File: src/source/ahb_slave_macros.svh
`ifndef AHB_SLAVE_MACROS_SVH
`define AHB_SLAVE_MACROS_SVH

// Bus widths seen on the AHB-Lite slave port
`define AHB_ADDR_WIDTH 32
`define AHB_DATA_WIDTH 32

// Default depth of the word memory
// Any power of two from 16 to 4096 fits the decoder
`define AHB_MEM_WORDS 256

`endif
File: src/source/ahb_slave_pkg.sv
`default_nettype none

package ahb_slave_pkg;

  // Transfer type on HTRANS
  // Only NONSEQ and SEQ carry a real access
  typedef enum logic [1:0] {
    IDLE   = 2'b00,
    BUSY   = 2'b01,
    NONSEQ = 2'b10,
    SEQ    = 2'b11
  } htrans_t;

  // Transfer size on HSIZE
  // Anything above WORD is illegal for a 32-bit slave
  typedef enum logic [2:0] {
    BYTE = 3'b000,
    HALF = 3'b001,
    WORD = 3'b010
  } hsize_t;

  // AHB-Lite response, single bit
  typedef enum logic {
    OKAY  = 1'b0,
    ERROR = 1'b1
  } hresp_t;

endpackage

`default_nettype wire

File: src/source/ahb_resp_gen.sv
`timescale 1ns/100ps
`default_nettype none

`include "ahb_slave_macros.svh"

module ahb_resp_gen (
  input  wire                          HCLK,
  input  wire                          reset,
  input  wire                          err_start,
  input  wire [`AHB_DATA_WIDTH-1:0]    rd_data,
  output logic                         HREADYOUT,
  output ahb_slave_pkg::hresp_t        HRESP,
  output logic [`AHB_DATA_WIDTH-1:0]   HRDATA
);

  import ahb_slave_pkg::*;

  // Response sequencing
  typedef enum logic [1:0] {
    ST_OKAY       = 2'b00,
    ST_ERR_FIRST  = 2'b01,
    ST_ERR_SECOND = 2'b10
  } resp_state_t;

  resp_state_t state;
  resp_state_t state_nxt;

  always_comb begin
    state_nxt = state;
    case (state)
      ST_OKAY: begin
        if (err_start) begin
          state_nxt = ST_ERR_FIRST;
        end
      end
      // Bus is held here, no new address phase can land
      ST_ERR_FIRST: begin
        state_nxt = ST_ERR_SECOND;
      end
      // Next transfer may itself be an error
      ST_ERR_SECOND: begin
        state_nxt = err_start ? ST_ERR_FIRST : ST_OKAY;
      end
      default: begin
        state_nxt = ST_OKAY;
      end
    endcase
  end

  always_ff @(posedge HCLK) begin
    if (reset) begin
      state <= ST_OKAY;
    end else begin
      state <= state_nxt;
    end
  end

  // Low only in the first error cycle
  assign HREADYOUT = (state != ST_ERR_FIRST);

  assign HRESP = (state == ST_OKAY) ? OKAY : ERROR;

  // Read data only outside an error response
  assign HRDATA = (state == ST_OKAY) ? rd_data : '0;

endmodule

`default_nettype wire

File: config.mk
export PLATFORM = sky130hd
export DESIGN_NAME = ahb_resp_gen
export DESIGN_NICKNAME = d
export VERILOG_FILES = /design/src/source/ahb_slave_pkg.sv /design/src/source/ahb_resp_gen.sv
export VERILOG_INCLUDE_DIRS = /design/src /design/src/source
export SDC_FILE = /design/constraint.sdc
export NUM_CORES = 1
export LEC_CHECK = 0
export BUFFER_PORTS_ARGS = -buffer_cell sky130_fd_sc_hd__buf_2
export CAP_MARGIN = 25
export CORE_MARGIN = 3
export CORE_UTILIZATION = 31
export CTS_CLUSTER_DIAMETER = 150
export DETAILED_ROUTE_END_ITERATION = 10
export GPL_TIMING_DRIVEN = 0
export PLACE_DENSITY = 0.82
export REMOVE_ABC_BUFFERS = 1
export SYNTH_ARGS = -nofsm -noshare
export SYNTH_HDL_FRONTEND = slang
export SYNTH_SLANG_ARGS = --single-unit
File: constraint.sdc
create_clock -name HCLK -period 1 [get_ports HCLK]
set_input_delay 0.1 -clock HCLK [delete_from_list [all_inputs] [get_ports HCLK]]
set_output_delay 0.1 -clock HCLK [all_outputs]
set_load 0.02 [all_outputs]
==> results.py, run 1 <==
metrics = {
    "yosys": {
        "synth.avg_cell_area_um2": 11.91,
        "synth_top_family_by_area": "simple AND/OR/NAND/NOR gates",
        "synthAdderAreaFrac_pct": 0,
        "synth-simple-area-share_pct": 76.26,
        "synth.mux.area_fraction_pct": 0,
        "synthXorXnorAreaFrac_pct": 0,
        "synthTopCellsByCount": "30 x nor3b_2, 8 x buf_6, 4 x nor3b_1",
        "ys_warn_count": 0,
        "synth_area_leaders": "nor3b_2 68%, buf_6 16%, dfxtp_1 7.3%, nor3b_1 5.5%, nand2b_1 1.1%",
        "synth_area_leader_cell": "nor3b_2",
        "synth-edff-count": 0,
        "synth.most_common_cell": "nor3b_2",
        "synth_area_um2": 548.0,
        "synth-compound-area-share_pct": 0,
        "ys_types": 6,
        "yosys_most_used_dff": "dfxtp_1",
        "seq_area_frac_synth_pct": 7.306,
        "synth_cells": 46,
        "synth.top_cell.area_share_pct": 68.49,
        "synthArstFlopShare_pct": 0,
        "ys_seq_elements": 2,
    },
    "die": {
        "die-area_mm2": 0.002308,
        "start_util_pct": 34.76,
        "die_height_um": 48.05,
        "io_pins": 69,
        "fp-row-count": 14,
        "dieWidth_um": 48.05,
        "core_mm2": 0.001577,
    },
    "timing": {
        "hold_viol": 0,
        "maxClockFrequency_ghz": 0.8023,
        "setup_viol": 34,
        "worst_pin_slew_ns": 0.2050,
        "post-route-period-util_pct": 124.6,
        "relSlewSlack_pct": 86.27,
        "fin_ws_ns": -0.2464,
        "period_minus_slack_ns": 1.246,
        "tns_ns": -7.249,
        "maxSlewViolCount": 0,
        "fin_skew_ns": 0.005798,
        "rsz0062_at_grt": "yes",
    },
    "worst_setup_path": {
        "cp.arrival_ns": 1.15,
        "startpoint_type": "flop",
        "cp_data_required_time_ns": 0.90,
        "worst_setup_path_end_kind": "output port",
        "cp_slowest_cell": "dfxtp_4",
        "critical_path_class": "flop to output port",
        "slowest_delay_ns": 0.39,
        "cp_max_fo": 9,
        "cp_cell_sequence": "buf_12 > nor3b_4 > buf_6",
    },
    "place": {
        "dp_hpwl_um": 1113,
        "port_buffers": 68,
        "dp_cells": 122,
        "routabilityCongestion": 0.6532,
    },
    "clock_tree": {
        "cts_made_buffers": 3,
        "clock-sinks": 2,
        "clk_pin_slew_ns": 0.04,
        "cts_tree": "built",
        "cts.path.max_buffers": 2,
        "htree_levels": 1,
        "root_buffer": "clkbuf_4",
        "clk-insertion-delay-late_ns": 0.23,
    },
    "routing": {
        "drc": 0,
        "drtIter0Drc": 9,
        "vias": 676,
        "postRouteAntennaNets": 0,
        "wire_per_inst_um": 16.62,
        "vias_per_cell": 4.934,
        "routed_wl_um": 2277,
        "firstDrtPassIters": 4,
    },
    "power_and_ir_drop": {
        "peakVddDrop_v": 0.0006943,
        "p_leak_uw": 0.0006254,
        "powerDensity_mw_per_mm2": 767.2,
    },
    "final_layout": {
        "fin_nets": 158,
        "regMostFlops": "state",
        "fin_cells": 137,
        "largest_register_ffs": 2,
        "antennaDiodeCount": 0,
        "largest_registers": "state: 2 flops",
        "filler_cell_count": 85,
        "area_delta_synth_final_pct": 129.7,
        "drive_gt1_share_pct": 98.35,
    },
    "grt": {
        "grt_antenna_before_repair": 0,
        "grt_pass1_wl_um": 2739,
        "grt-ovfl-total": 0,
        "grt_start_max_net_pins": 19,
        "track_usage_pct": 16.93,
        "first_global_vias": 633,
    },
    "run": {
        "maxCapViolCount": 0,
    },
    "outcome": {
        "violations": "negative setup slack",
        "status": "finished with violations",
    },
    "hold_path": {
        "hp-class": "input pin to flop",
    },
}
routing by layer:
layer | vias up | GRT usage [%] | part of all wire [%]
li1 | 321 | - | -
met1 | 306 | 17.90 | 38
met2 | 49 | 31.93 | 51
met3 | 0 | 4.887 | 12
met4 | 0 | 4.839 | 0
met5 | - | 0 | 0
worst paths after layout:
path	slack [ns]	cells past startpoint	to	start
max	-0.25	3	HRDATA[16]	state[1]$_SDFFE_PP0P_
min	0.08	2	state[1]$_SDFFE_PP0P_	reset
min reg2reg	0.76	2	state[0]$_SDFFE_PP0P_	state[0]$_SDFFE_PP0P_
max reg2reg	0.05	3	state[1]$_SDFFE_PP0P_	state[1]$_SDFFE_PP0P_
report_power, final:
group	internal (µW)	switching [µW]	leakage, µW
Combinational	371	305	0.000594
Clock	133	55.3	0.0000138
Sequential	82.1	19.0	0.0000178
cells by family after synthesis:
| group | after synthesis |
|---|---|
| buf+inv | 8 |
| flops | 2 |
| simple gates | 36 |
layout make-up:
class	instances	area, µm²	area share, %
repair buffers	80	685.7	54.47
multi-input cells	36	483.0	38.37
flip-flops and latches	2	47.55	3.777
clock buffers	3	22.52	1.789
well taps	16	20.02	1.590
critical path: cells and delay by family (launching register included):
family / cells / cell delay, ns
buffers and inverters: 2 / 0.30
AND/OR/NAND/NOR: 1 / 0.21
flip-flops: 1 / 0.39
stage by stage:
stage          total power (µW)  utilization (%)  hold WS, ns  instance area (µm²)  setup slack, ns
2_1_floorplan             381.9                -       0.1758                457.9          -0.7534
6_report                  965.7            79.84      0.07746                 1259          -0.2464
3_5_place_dp              549.6            52.06       0.2725                820.8          -0.4215
4_1_cts                   875.0            69.21      0.03076                 1091          -0.2146
5_1_grt                    1012            79.84      0.07536                 1259          -0.2799
3_3_place_gp              544.7            51.90       0.2754                818.3          -0.9605
what timing repair did:
action,in CTS,in global routing
buffers inserted,8,1
resized for setup,40,17
endpoints found under the setup margin,36,35
hold buffers,0,0
gates cloned,0,3
pin swaps,3,2
cells in the final DEF, fill, tap and decap left out, drive strengths merged:
cell type	Yosys	layout
nand2b	1	1
dfxtp	2	2
or2	1	1
buf	8	77
clkbuf	0	6
nor3b	34	34
No activity file was read; power rests on OpenSTA's default activity.
==> run 2, diff against run 1 <==
CTS_CLUSTER_SIZE = 12   (was unset)
SETUP_SLACK_MARGIN = 0.05   (was unset)
==> results.py, run 2 (same netlist as run 1, synthesis figures left out) <==
metrics = {
    "outcome": {
        "status": "finished with violations",
        "violations": "negative setup slack",
    },
    "final_layout": {
        "filler_cell_count": 84,
        "multi_input_area_um2": 483.0,
        "layout_commonest_cell": "buf_2",
        "fin_nets": 158,
        "regMostFlops": "state",
        "area_delta_synth_final_pct": 130.4,
        "regArea_um2": 47.55,
        "largest_registers": "state: 2 flops",
        "stdcell_area_mm2": 0.001262,
        "layout_common_cells": "35 x buf_2, 25 x nor3b_2, 25 x buf_4, 11 x buf_6, 8 x nor3b_4",
        "fin_util_pct": 80.08,
        "drive_gt1_share_pct": 98.35,
        "antennaDiodeCount": 0,
        "largest_register_ffs": 2,
    },
    "routing": {
        "postRouteAntennaNets": 0,
        "highest_layer": "met3",
        "drc": 0,
        "wl_met2_um": 1149,
        "wire_per_inst_um": 16.55,
        "drt-met1-wl_um": 861,
        "routed_wl_um": 2267,
        "dr_wl_met3_um": 256,
        "drtIter0Drc": 9,
        "firstDrtPassIters": 4,
        "vias": 679,
        "vias_per_cell": 4.956,
    },
    "clock_tree": {
        "clk_pin_slew_ns": 0.04,
        "cts_made_buffers": 3,
        "cts.path.max_buffers": 2,
        "clock-sinks": 2,
        "cts_tree": "built",
        "root_buffer": "clkbuf_4",
        "clk-insertion-delay-late_ns": 0.23,
        "htree_levels": 1,
    },
    "die": {
        "io_pins": 69,
        "start_util_pct": 34.76,
        "die-area_mm2": 0.002308,
        "die_height_um": 48.05,
        "fp-row-count": 14,
        "dieWidth_um": 48.05,
        "core_mm2": 0.001577,
    },
    "run": {
        "maxCapViolCount": 0,
    },
    "worst_setup_path": {
        "critical_path_class": "flop to output port",
        "cp_max_fo": 9,
        "startpoint_type": "flop",
        "cp.arrival_ns": 1.15,
        "cp_data_required_time_ns": 0.90,
        "r2r_slack_ns": 0.07,
        "worst_setup_path_end_kind": "output port",
    },
    "timing": {
        "hold_viol": 0,
        "post-route-period-util_pct": 124.6,
        "fin_skew_ns": 0.005773,
        "rsz0062_at_grt": "yes",
        "relSlewSlack_pct": 86.03,
        "hold_slack_ns": 0.07739,
        "fin_ws_ns": -0.2459,
        "maxClockFrequency_ghz": 0.8026,
        "worst_pin_slew_ns": 0.2087,
        "maxSlewViolCount": 0,
        "setup_viol": 34,
        "period_minus_slack_ns": 1.246,
    },
    "grt": {
        "first_global_vias": 633,
        "grt-ovfl-total": 0,
        "grt_antenna_before_repair": 0,
        "grt_pass1_wl_um": 2739,
        "track_usage_pct": 16.93,
        "grt_start_max_net_pins": 19,
    },
    "power_and_ir_drop": {
        "p_leak_uw": 0.0006262,
        "peakVddDrop_v": 0.0006935,
        "powerDensity_mw_per_mm2": 765.6,
    },
    "hold_path": {
        "hp-class": "input pin to flop",
    },
    "place": {
        "pre_cts_slack_ns": -0.4215,
        "port_buffers": 68,
        "dp_hpwl_um": 1113,
        "place_area_um2": 820.8,
        "routabilityCongestion": 0.6532,
    },
}
-- run 2: final cells by class --
cell class                 count  share of cell area, %
timing repair buffer          80                  54.61
multi-input combinational     36                  38.26
sequential                     2                  3.766
clock buffer                   3                  1.784
tap                           16                  1.586
-- run 2: what timing repair did --
item,4_1_cts,5_1_grt
setup endpoints to repair,36,35
setup buffers,8,1
cloned,0,3
hold buffers,0,0
resized for setup,40,18
pin swaps,3,2
-- run 2: critical path, stage by stage (launching register included) --
cell and delay [ns]:
dfxtp_4 0.39, buf_12 0.16, nor3b_4 0.21, buf_6 0.14
-- run 2: through the flow --
stage	instances	power (µW)	setup TNS, ns
4_1_cts	133	875.0	-6.527
3_3_place_gp	122	544.7	-29.51
2_1_floorplan	38	381.9	-21.85
3_5_place_dp	122	549.6	-10.84
6_report	137	966.5	-7.242
5_1_grt	137	1013	-8.363
-- run 2: worst paths after layout --
kind,start,endpoint,depth (start not counted)
worst min register to register,state[0]$_SDFFE_PP0P_,state[0]$_SDFFE_PP0P_,2
worst max register to register,state[1]$_SDFFE_PP0P_,state[1]$_SDFFE_PP0P_,3
worst max-delay path,state[1]$_SDFFE_PP0P_,HRDATA[16],3
worst min-delay path,reset,state[1]$_SDFFE_PP0P_,2
-- run 2: report_power, final --
part	internal (µW)	switching [µW]
Sequential	82.1	18.9
Combinational	372	305
Clock	133	55.2
Total	588	379
-- run 2: layer usage --
metal	track usage, %	up-vias
met5	0	-
met4	4.839	0
met3	4.887	0
met2	31.93	49
met1	17.90	308
li1	-	322
