<file path="src/source/ahb_slave_macros.svh">
`ifndef AHB_SLAVE_MACROS_SVH
`define AHB_SLAVE_MACROS_SVH

// Bus widths seen on the AHB-Lite slave port
`define AHB_ADDR_WIDTH 32
`define AHB_DATA_WIDTH 32

// Default depth of the word memory
// Any power of two from 16 to 4096 fits the decoder
`define AHB_MEM_WORDS 256

`endif
</file>
<file path="src/source/ahb_slave_pkg.sv">
`default_nettype none

package ahb_slave_pkg;

  // Transfer type on HTRANS
  // Only NONSEQ and SEQ carry a real access
  typedef enum logic [1:0] {
    IDLE   = 2'b00,
    BUSY   = 2'b01,
    NONSEQ = 2'b10,
    SEQ    = 2'b11
  } htrans_t;

  // Transfer size on HSIZE
  // Anything above WORD is illegal for a 32-bit slave
  typedef enum logic [2:0] {
    BYTE = 3'b000,
    HALF = 3'b001,
    WORD = 3'b010
  } hsize_t;

  // AHB-Lite response, single bit
  typedef enum logic {
    OKAY  = 1'b0,
    ERROR = 1'b1
  } hresp_t;

endpackage

`default_nettype wire

</file>
<file path="src/source/ahb_addr_phase.sv">
`timescale 1ns/100ps
`default_nettype none

`include "ahb_slave_macros.svh"

module ahb_addr_phase #(
  parameter int  MEM_WORDS = `AHB_MEM_WORDS,
  localparam int WORD_AW   = $clog2(MEM_WORDS)
) (
  input  wire                           HCLK,
  input  wire                           reset,
  input  wire                           HSEL,
  input  wire [`AHB_ADDR_WIDTH-1:0]     HADDR,
  input  wire ahb_slave_pkg::htrans_t   HTRANS,
  input  wire                           HWRITE,
  input  wire ahb_slave_pkg::hsize_t    HSIZE,
  input  wire                           HREADY,
  output logic                          wr_pend,
  output logic [WORD_AW-1:0]            wr_word,
  output logic [3:0]                    wr_strb,
  output logic                          rd_en,
  output logic [WORD_AW-1:0]            rd_word,
  output logic                          err_start
);

  import ahb_slave_pkg::*;

  logic               accept;
  logic               size_bad;
  logic               align_bad;
  logic               range_bad;
  logic               bad;
  logic [3:0]         strb;
  logic [WORD_AW-1:0] word_idx;

  // Address phase taken only on a non-stalled bus
  assign accept = HSEL && HREADY && ((HTRANS == NONSEQ) || (HTRANS == SEQ));

  // Word index inside the memory
  assign word_idx = HADDR[WORD_AW+1:2];

  // Any set bit above the memory window is out of range
  assign range_bad = |HADDR[`AHB_ADDR_WIDTH-1:WORD_AW+2];

  // Lane decode and alignment check per size
  always_comb begin
    size_bad  = 1'b0;
    align_bad = 1'b0;
    strb      = 4'b0000;
    case (HSIZE)
      BYTE: begin
        strb = 4'b0001 << HADDR[1:0];
      end
      HALF: begin
        // Halfword must sit on an even byte
        align_bad = HADDR[0];
        strb      = HADDR[1] ? 4'b1100 : 4'b0011;
      end
      WORD: begin
        align_bad = |HADDR[1:0];
        strb      = 4'b1111;
      end
      default: begin
        // Doubleword and wider
        size_bad = 1'b1;
      end
    endcase
  end

  assign bad = size_bad || align_bad || range_bad;

  // Error response starts with the accepting edge
  assign err_start = accept && bad;

  // Reads go to the memory at the accepting edge
  assign rd_en   = accept && !bad && !HWRITE;
  assign rd_word = word_idx;

  // Write stays pending for exactly its data phase
  always_ff @(posedge HCLK) begin
    if (reset) begin
      wr_pend <= 1'b0;
    end else begin
      wr_pend <= accept && !bad && HWRITE;
    end
  end

  // Write target captured for the data phase
  always_ff @(posedge HCLK) begin
    if (accept && HWRITE) begin
      wr_word <= word_idx;
      wr_strb <= strb;
    end
  end

endmodule

`default_nettype wire

</file>
<file path="config.mk">
export PLATFORM = sky130hd
export DESIGN_NAME = ahb_addr_phase
export DESIGN_NICKNAME = d
export VERILOG_FILES = /design/src/source/ahb_slave_pkg.sv /design/src/source/ahb_addr_phase.sv
export VERILOG_INCLUDE_DIRS = /design/src /design/src/source
export SDC_FILE = /design/constraint.sdc
export NUM_CORES = 1
export LEC_CHECK = 0
export BUFFER_PORTS_ARGS = -buffer_cell sky130_fd_sc_hd__buf_4
export CAP_MARGIN = 20
export CELL_PAD_IN_SITES_DETAIL_PLACEMENT = 0
export CELL_PAD_IN_SITES_GLOBAL_PLACEMENT = 1
export CORE_MARGIN = 8
export CORE_UTILIZATION = 25
export DETAILED_ROUTE_END_ITERATION = 16
export PLACE_DENSITY_LB_ADDON = 0.1
export SLEW_MARGIN = 10
export SYNTH_ARGS = -nofsm -noshare
export SYNTH_HDL_FRONTEND = slang
export SYNTH_SLANG_ARGS = --single-unit
</file>
<file path="constraint.sdc">
create_clock -name HCLK -period 1.73 [get_ports HCLK]
set_input_delay 0.0865 -clock HCLK [delete_from_list [all_inputs] [get_ports HCLK]]
set_output_delay 0.0865 -clock HCLK [all_outputs]
set_load 0.005 [all_outputs]
</file>
==> results of run 1 <==
-- timing repair --
action	CTS	global route
gates resized for setup	0	0
setup buffers	0	0
hold buffers	8	1
endpoints found under the hold margin	8	1
-- area by class of cell --
class / instances / share of cell area, %
Timing Repair Buffer: 73 / 47.5
Sequential cell: 13 / 31.6
Multi-Input combinational cell: 29 / 14.7
Tap cell: 30 / 3.12
Clock buffer: 4 / 2.19
Inverter: 3 / 0.937
-- metrics by stage --
stage	util [%]	instances	setup WS (ns)	power, uW
global route	49.4	152	0.315	725
finish	49.4	152	0.450	683
floorplan	-	53	0.555	401
global placement	44.7	139	0.418	497
CTS	49.0	151	0.439	697
detailed placement	44.7	139	0.445	499
-- kinds of logic (layout without fill, tap and decap cells) --
| kind of cell | count (synthesis) | count (layout) | share of synthesized area [%] |
|---|---|---|---|
| AOI/OAI and AO/OA | 7 | 7 | 7.77 |
| buffers and inverters | 11 | 80 | 11.4 |
| DFF | 13 | 13 | 60.6 |
| and+or+nand+nor | 22 | 22 | 20.3 |
-- cells in the final DEF, fill, tap and decap left out --
cell type	Yosys	final
a211o_1	1	1
clkbuf_1	0	1
a21oi_2	1	1
o21a_1	2	2
nor2b_1	3	3
nor4_1	5	5
edfxtp_1	12	12
nand2_1	1	1
dlygate4sd3_1	0	9
o22ai_1	1	1
dfxtp_1	1	1
nor4_2	1	1
nand4_1	1	1
nand2b_1	2	2
inv_1	3	3
nor2_1	6	6
buf_4	8	64
nor3_2	1	1
clkbuf_4	0	3
a21oi_1	2	2
nand3_1	2	2
-- power by group --
group / leakage [uW] / internal [uW] / switching [uW]
combinational: 0.000404 / 104 / 47.4
clock: 0.0000150 / 89.1 / 87.9
sequential: 0.000113 / 353 / 2.03
-- registers in the layout, summed over array words and instances (netlist names) --
| name | cells |
|---|---|
| wr_pend | 1 |
| wr_strb | 4 |
| wr_word | 8 |
-- worst max-delay path by stage --
stage,to,slack (ns),cells after the start
after detailed placement,err_start,0.44,6
after CTS,err_start,0.44,6
final,err_start,0.45,6
after global routing,err_start,0.32,6
after global placement,err_start,0.42,6
after floorplan,wr_strb[0],0.56,2
-- metal layers --
metal | GRT usage, % | part of all wire, % | up-vias | wire length, um
met2 | 15.8 | 56 | 34 | 1080
met4 | 4.00 | 0 | 0 | 0
li1 | - | - | 327 | -
met1 | 7.70 | 33 | 290 | 640
met3 | 4.58 | 11 | 0 | 206
met5 | 0 | 0 | - | 0
-- worst max-delay path, delay by kind of cell --
kind	cells	cell delay, ns
and+or+nand+nor	3	0.57
AOI/OAI and AO/OA	1	0.30
buffers and inverters	2	0.25
==> flow_summary.json, run 1 <==
{
  "min_period_ns": 1.28,
  "grt_usage_pct": 8.69,
  "grt_max_degree": 13,
  "max_freq_ghz": 0.781,
  "drc_errors": 0,
  "die_w_um": 66.1,
  "min_path_type": "in2reg",
  "io_pins": 65,
  "setup_tns_ns": 0,
  "crit_start": "HADDR[17]",
  "routed_wl_um": 1930,
  "synth_ff_type": "edfxtp_1",
  "fillers": 236,
  "yosysWarnings": 0,
  "yosysMostFrequentCell": "edfxtp_1",
  "wl_per_cell_um": 12.7,
  "min_path_cells": 3,
  "vdd.ir_drop.worst_mv": 0.319,
  "cts_max_level": 1,
  "ant_nets": 0,
  "portBuffers": 63,
  "fin_area_sq_um": 1200,
  "worstPathMaxFanout": 3,
  "critPathSlowestCell": "a211o_1",
  "antenna_found_initial": 0,
  "synth_edf_count": 12,
  "outcome": "complete, no violations",
  "cellPowerDensity_nw_per_um2": 568,
  "dr.pass1.iters": 4,
  "synth-seq-area-share_pct": 60.6,
  "core_sq_um": 2430,
  "slew_headroom_pct": 83.5,
  "cellLeakagePower_uw": 0.000532,
  "synth_cells": 53,
  "syn_nets": 95,
  "drv_slew": 0,
  "gr-total-overflow": 0,
  "arrival_ns": 1.19,
  "die_y_um": 66.1,
  "ys_async_sr_fraction_pct": 0,
  "ff_latch_area_sq_um": 380,
  "die_area_sq_um": 4370,
  "ys_top_cells_by_area": "edfxtp_1, buf_4, nor4_1, nor2_1, dfxtp_1",
  "cts_tree": "built",
  "syn_area_per_cell_sq_um": 11.9,
  "path_cells": "buf_4, nor4_1, nand4_1, a211o_1, nor2b_1, buf_4",
  "cts.sinks": 13,
  "netlist_area_sq_um": 628,
  "hold_viol_final": 0,
  "cp.required_ns": 1.64,
  "yosysTopAreaCell": "edfxtp_1",
  "rsz0062_at_grt": "false",
  "end_kind": "output pin",
  "gp_congestion": 0.701,
  "min_from": "HWRITE",
  "min_to": "wr_pend",
  "hold_ws_ns": 0.0992,
  "n_antenna_cell": 0,
  "drt-initial-drc-count": 10,
  "worstSetupPathType": "in2out",
  "drive_gt1_share_pct": 57.4,
  "critPathMaxStageDelay_ns": 0.30,
  "cap_violations": 0,
  "cp-start-kind": "input port",
  "placed_cell_area_sq_um": 1090,
  "yosys-top-cells-count": "edfxtp_1, buf_4, nor2_1, nor4_1",
  "period_share_pct": 74.0,
  "worst_pin_slew_ns": 0.246,
  "grt_pass1_wl_um": 2950,
  "cts_buffers": 3,
  "multiInputGateArea_sq_um": 176,
  "clk_pin_slew_worst_paths_ns": 0.07,
  "std_cell_rows": 18,
  "setup_violations": 0,
  "synth_top_cell_area_share_pct": 57.4,
  "ys_ff_latch": 13,
  "cts_buffer_depth": 2,
  "synth_cell_types": 18,
  "nets": 165,
  "initial_core_util_pct": 25.8,
  "area_growth_pct": 91.4,
  "viasPerCell": 4.28,
  "grt_pass1_vias": 721,
  "vias": 651,
  "cts_root_buf": "clkbuf_4",
  "path_common_cell": "buf_4"
}
(Power assumes the default switching activity.)
==> run 2: changes to the inputs <==
Settings changed: CORE_UTILIZATION 25 to 23.
Clock period 1.73 ns to 1.3 ns, I/O delays scaled along.
==> run 2 against run 1 <==
Compared with the run above: power grew 35%; via count rose by 2.3%; design area grew 3.6%; sequential share of layout area fell by 1.1 points; global-route usage is 0.39 points lower; worst setup slack worse by 0.37 ns; core utilization decreased by 2.6 points; die area rose by 6.5%; non-clock buffer count up 2; largest cell class unchanged.
==> flow_summary.json, run 2 (synthesized netlist as in run 1, its figures left out) <==
{
  "grt_pass1_wl_um": 2970,
  "critPathSlowestCell": "a211o_1",
  "dpl.cell_count": 141,
  "drv_slew": 0,
  "cellLeakagePower_uw": 0.000544,
  "grt_max_degree": 13,
  "largest_reg_flops": 8,
  "grt_pass1_vias": 781,
  "drt-initial-drc-count": 17,
  "drc_errors": 0,
  "max_freq_ghz": 0.819,
  "portBuffers": 63,
  "cap_violations": 0,
  "cts_buffer_depth": 2,
  "period_share_pct": 93.9,
  "nets": 167,
  "outcome": "complete, no violations",
  "min_period_ns": 1.22,
  "worstPathMaxFanout": 3,
  "end_kind": "output pin",
  "final_util_pct": 46.8,
  "p_sw_uw": 191,
  "viasPerCell": 4.30,
  "std_cell_rows": 19,
  "slew_headroom_pct": 83.7,
  "path_cells": "buf_4, nor4_2, nand4_1, a211o_1, nor2b_1, buf_4",
  "hold_viol_final": 0,
  "grt_usage_pct": 8.30,
  "cts_root_buf": "clkbuf_4",
  "die_y_um": 68.3,
  "min_path_type": "in2reg",
  "rsz0062_at_grt": "true",
  "core_sq_um": 2660,
  "critPathMaxStageDelay_ns": 0.32,
  "vias": 666,
  "final_cell_mix": "buf_4, edfxtp_1, dlygate4sd3_1",
  "clk_pin_slew_worst_paths_ns": 0.07,
  "stdcell_count": 155,
  "area_growth_pct": 98.4,
  "hold_ws_ns": 0.0694,
  "pre_cts_slack_ns": 0.0186,
  "cts_max_level": 1,
  "die_w_um": 68.3,
  "arrival_ns": 1.16,
  "ant_nets": 0,
  "cts_buffers": 3,
  "internal_power_uw": 731,
  "n_antenna_cell": 0,
  "multiInputGateArea_sq_um": 204,
  "io_pins": 65,
  "seqPwrFrac_pct": 51.2,
  "worst_pin_slew_ns": 0.242,
  "cp.required_ns": 1.24,
  "vdd.ir_drop.worst_mv": 0.826,
  "crit_path_end": "err_start",
  "ff_latch_area_sq_um": 380,
  "initial_core_util_pct": 23.6,
  "cts_tree": "built",
  "worstSetupPathType": "in2out",
  "power.total_uw": 922,
  "cts.sinks": 13,
  "drive_gt1_share_pct": 60.5,
  "antenna_found_initial": 0,
  "cp-start-kind": "input port",
  "worst_slack_ns": 0.0791,
  "dp_hpwl_um": 1620,
  "path_common_cell": "buf_4",
  "die_area_sq_um": 4660,
  "layout_commonest_cell": "buf_4",
  "crit_start": "HADDR[17]",
  "dr.pass1.iters": 4,
  "clkPwrFrac_pct": 25.8,
  "reg_top3": "wr_word: 8 flops, wr_strb: 4 flops, wr_pend: 1 flops",
  "fillers": 254,
  "wl_per_cell_um": 12.4,
  "comb_power_share_pct": 23.0,
  "largest-register": "wr_word",
  "cellPowerDensity_nw_per_um2": 740,
  "routed_wl_um": 1930,
  "gr-total-overflow": 0,
  "gp_congestion": 0.627,
  "setup_violations": 0,
  "switching_share_pct": 20.8
}
==> run 2: cell count changes in the layout (fill, tap and decap cells not counted), sizes merged <==
cell / before / now
buf: 64 / 66
==> run 2: worst min path at each step <==
stage / from / endpoint / slack (ns) / depth (start not counted)
5_1_grt: HWRITE / wr_pend / 0.06 / 3
6_report: HWRITE / wr_pend / 0.07 / 3
2_1_floorplan: reset / wr_pend / 0.14 / 1
4_1_cts: HWRITE / wr_pend / 0.06 / 3
3_5_place_dp: reset / wr_pend / 0.23 / 2
3_3_place_gp: reset / wr_pend / 0.23 / 2
==> run 2: area by class of cell <==
type                    instances  area share (%)
repair buffers                 75            47.0
flip-flops and latches         13            30.5
multi-input cells              29            16.4
well taps                      31            3.11
clock buffers                   4            2.11
inverters                       3           0.904
==> run 2: power by group through the flow <==
stage	combinational, uW	clock, uW	sequential (uW)
global placement	183	0	482
finish	212	238	472
detailed placement	185	0	482
global route	231	279	474
CTS	207	252	473
floorplan	50.1	0	484
==> run 2: what timing repair did <==
action,4_1_cts,5_1_grt
setup endpoints to repair,0,2
gates resized for setup,0,4
hold buffers,9,0
setup buffers,0,1
endpoints found under the hold margin,9,0
==> run 2: through the flow <==
stage / instance area [sq um] / setup TNS [ns]
6_report: 1250 / 0
5_1_grt: 1250 / -0.00764
4_1_cts: 1210 / 0
3_5_place_dp: 1090 / 0
3_3_place_gp: 1090 / 0
2_1_floorplan: 628 / 0
==> run 2: layer usage <==
metal | global-route usage, % | wire length, um | up-vias
met5 | 0 | 0 | -
met4 | 1.53 | 0 | 0
met3 | 7.04 | 286 | 0
met2 | 14.4 | 973 | 38
met1 | 7.28 | 666 | 299
li1 | - | - | 329
==> run 2: critical path, delay by kind of cell <==
family	cells	cell delay, ns
AO/OA/AOI/OAI	1	0.32
buffers and inverters	2	0.25
AND/OR/NAND/NOR	3	0.52
==> run 3: changes to the inputs <==
Settings changed: REMOVE_ABC_BUFFERS set to 1.
==> run 3 against run 2 <==
Compared with the run above: core utilization increased by 0.66 points; non-clock buffer count decreased by 1; clock power decreased by 2%; worst setup slack got worse by 0.051 ns; design area increased by 1.4%; power increased by 0.82%; sequential power about the same; largest cell class unchanged.
==> flow_summary.json, run 3 (synthesized netlist as in run 1, its figures left out) <==
{
  "outcome": "complete, no violations",
  "slew_headroom_pct": 85.7,
  "nets": 166,
  "end_kind": "output pin",
  "worstPathMaxFanout": 3,
  "min_to": "wr_pend",
  "routed_wl_um": 2100,
  "arrival_ns": 1.21,
  "grt_pass1_vias": 774,
  "cellLeakagePower_uw": 0.000544,
  "cts_root_buf": "clkbuf_4",
  "area_growth_pct": 101,
  "drive_gt1_share_pct": 61.8,
  "dpl.cell_count": 141,
  "wl_per_cell_um": 13.7,
  "layout_commonest_cell": "buf_4",
  "largest-register": "wr_word",
  "grt_max_degree": 13,
  "largest_reg_flops": 8,
  "crit_start": "HADDR[17]",
  "hold_viol_final": 0,
  "cts_max_level": 1,
  "vdd.ir_drop.worst_mv": 0.517,
  "vias": 652,
  "power.total_uw": 930,
  "clk_pin_slew_worst_paths_ns": 0.07,
  "initial_core_util_pct": 23.6,
  "max_freq_ghz": 0.786,
  "cap_violations": 0,
  "min_path_type": "in2reg",
  "min_path_cells": 3,
  "ant_nets": 0,
  "grt_usage_pct": 8.73,
  "portBuffers": 63,
  "worst_slack_ns": 0.0283,
  "drv_slew": 0,
  "worstSetupPathType": "in2out",
  "post-cts-setup-buffers": 0,
  "die_w_um": 68.3,
  "cp.required_ns": 1.24,
  "min_from": "HWRITE",
  "placed_cell_area_sq_um": 1090,
  "setup_violations": 0,
  "cts.sinks": 13,
  "dr.pass1.iters": 4,
  "cts_tree": "built",
  "die_area_sq_um": 4660,
  "dp_hpwl_um": 1680,
  "fillers": 252,
  "ff_latch_area_sq_um": 380,
  "gr-total-overflow": 0,
  "period_share_pct": 97.8,
  "gp_congestion": 0.641,
  "reg_top3": "wr_word: 8 flops, wr_strb: 4 flops, wr_pend: 1 flops",
  "final_cell_mix": "buf_4, edfxtp_1, dlygate4sd3_1",
  "viasPerCell": 4.23,
  "n_antenna_cell": 0,
  "core_sq_um": 2660,
  "cts_buffers": 3,
  "die_y_um": 68.3,
  "cellPowerDensity_nw_per_um2": 736,
  "drt-initial-drc-count": 19,
  "fin_area_sq_um": 1260,
  "grt_pass1_wl_um": 3080,
  "cp-start-kind": "input port",
  "multiInputGateArea_sq_um": 225,
  "worst_pin_slew_ns": 0.213,
  "cts_buffer_depth": 2,
  "hold_ws_ns": 0.0711,
  "antenna_found_initial": 0,
  "stdcell_count": 154,
  "io_pins": 65,
  "pre_cts_slack_ns": 0.00464,
  "drc_errors": 0,
  "std_cell_rows": 19,
  "min_period_ns": 1.27
}
## run 3: cell types whose count changed in the layout (fill, tap and decap cells not counted), sizes merged
cell  delta
buf      -1
## run 3: area by class of cell
type | instances | area share (%)
Timing Repair Buffer | 74 | 46.0
Clock buffer | 4 | 2.08
Multi-Input combinational cell | 29 | 17.8
Sequential cell | 13 | 30.1
Tap cell | 31 | 3.07
Inverter | 3 | 0.891
## run 3: worst max-delay path: stages
cell and delay, ns:
buf_4 0.11, nor4_2 0.27, nand4_1 0.13, a211o_1 0.34
nor2b_1 0.15, buf_4 0.14
## run 3: routing by layer
metal	up-vias	share of wire, %	GRT usage, %	wire length, um
met3	0	11	3.44	230
met1	288	34	7.27	721
li1	326	-	-	-
met2	38	55	17.1	1150
met5	-	0	0	0
met4	0	0	4.60	0
## run 3: worst max path at each step
stage / cells past startpoint / slack (ns) / endpoint
floorplan: 2 / 0.15 / wr_strb[0]
global placement: 6 / 0.03 / err_start
detailed placement: 6 / 0.005 / err_start
CTS: 6 / 0.04 / err_start
global route: 6 / -0.04 / err_start
finish: 6 / 0.03 / err_start
## run 3: power by group
part           total [uW]  internal [uW]  switching (uW)
clock                 234            119             116
sequential            473            470            2.80
combinational         223            146            77.2
total                 930            734             196
## run 3: timing repair
item | 4_1_cts | 5_1_grt
gates cloned | 0 | 0
resized for setup | 1 | 7
setup endpoints to repair | 1 | 2
endpoints found under the hold margin | 9 | 0
hold buffers | 9 | 0
pin swaps | 0 | 4
## run 3: stage by stage
stage	util [%]	TNS [ns]
3_5_place_dp	41.1	0
6_report	47.5	0
4_1_cts	45.7	0
2_1_floorplan	-	0
5_1_grt	47.5	-0.0482
3_3_place_gp	41.1	0
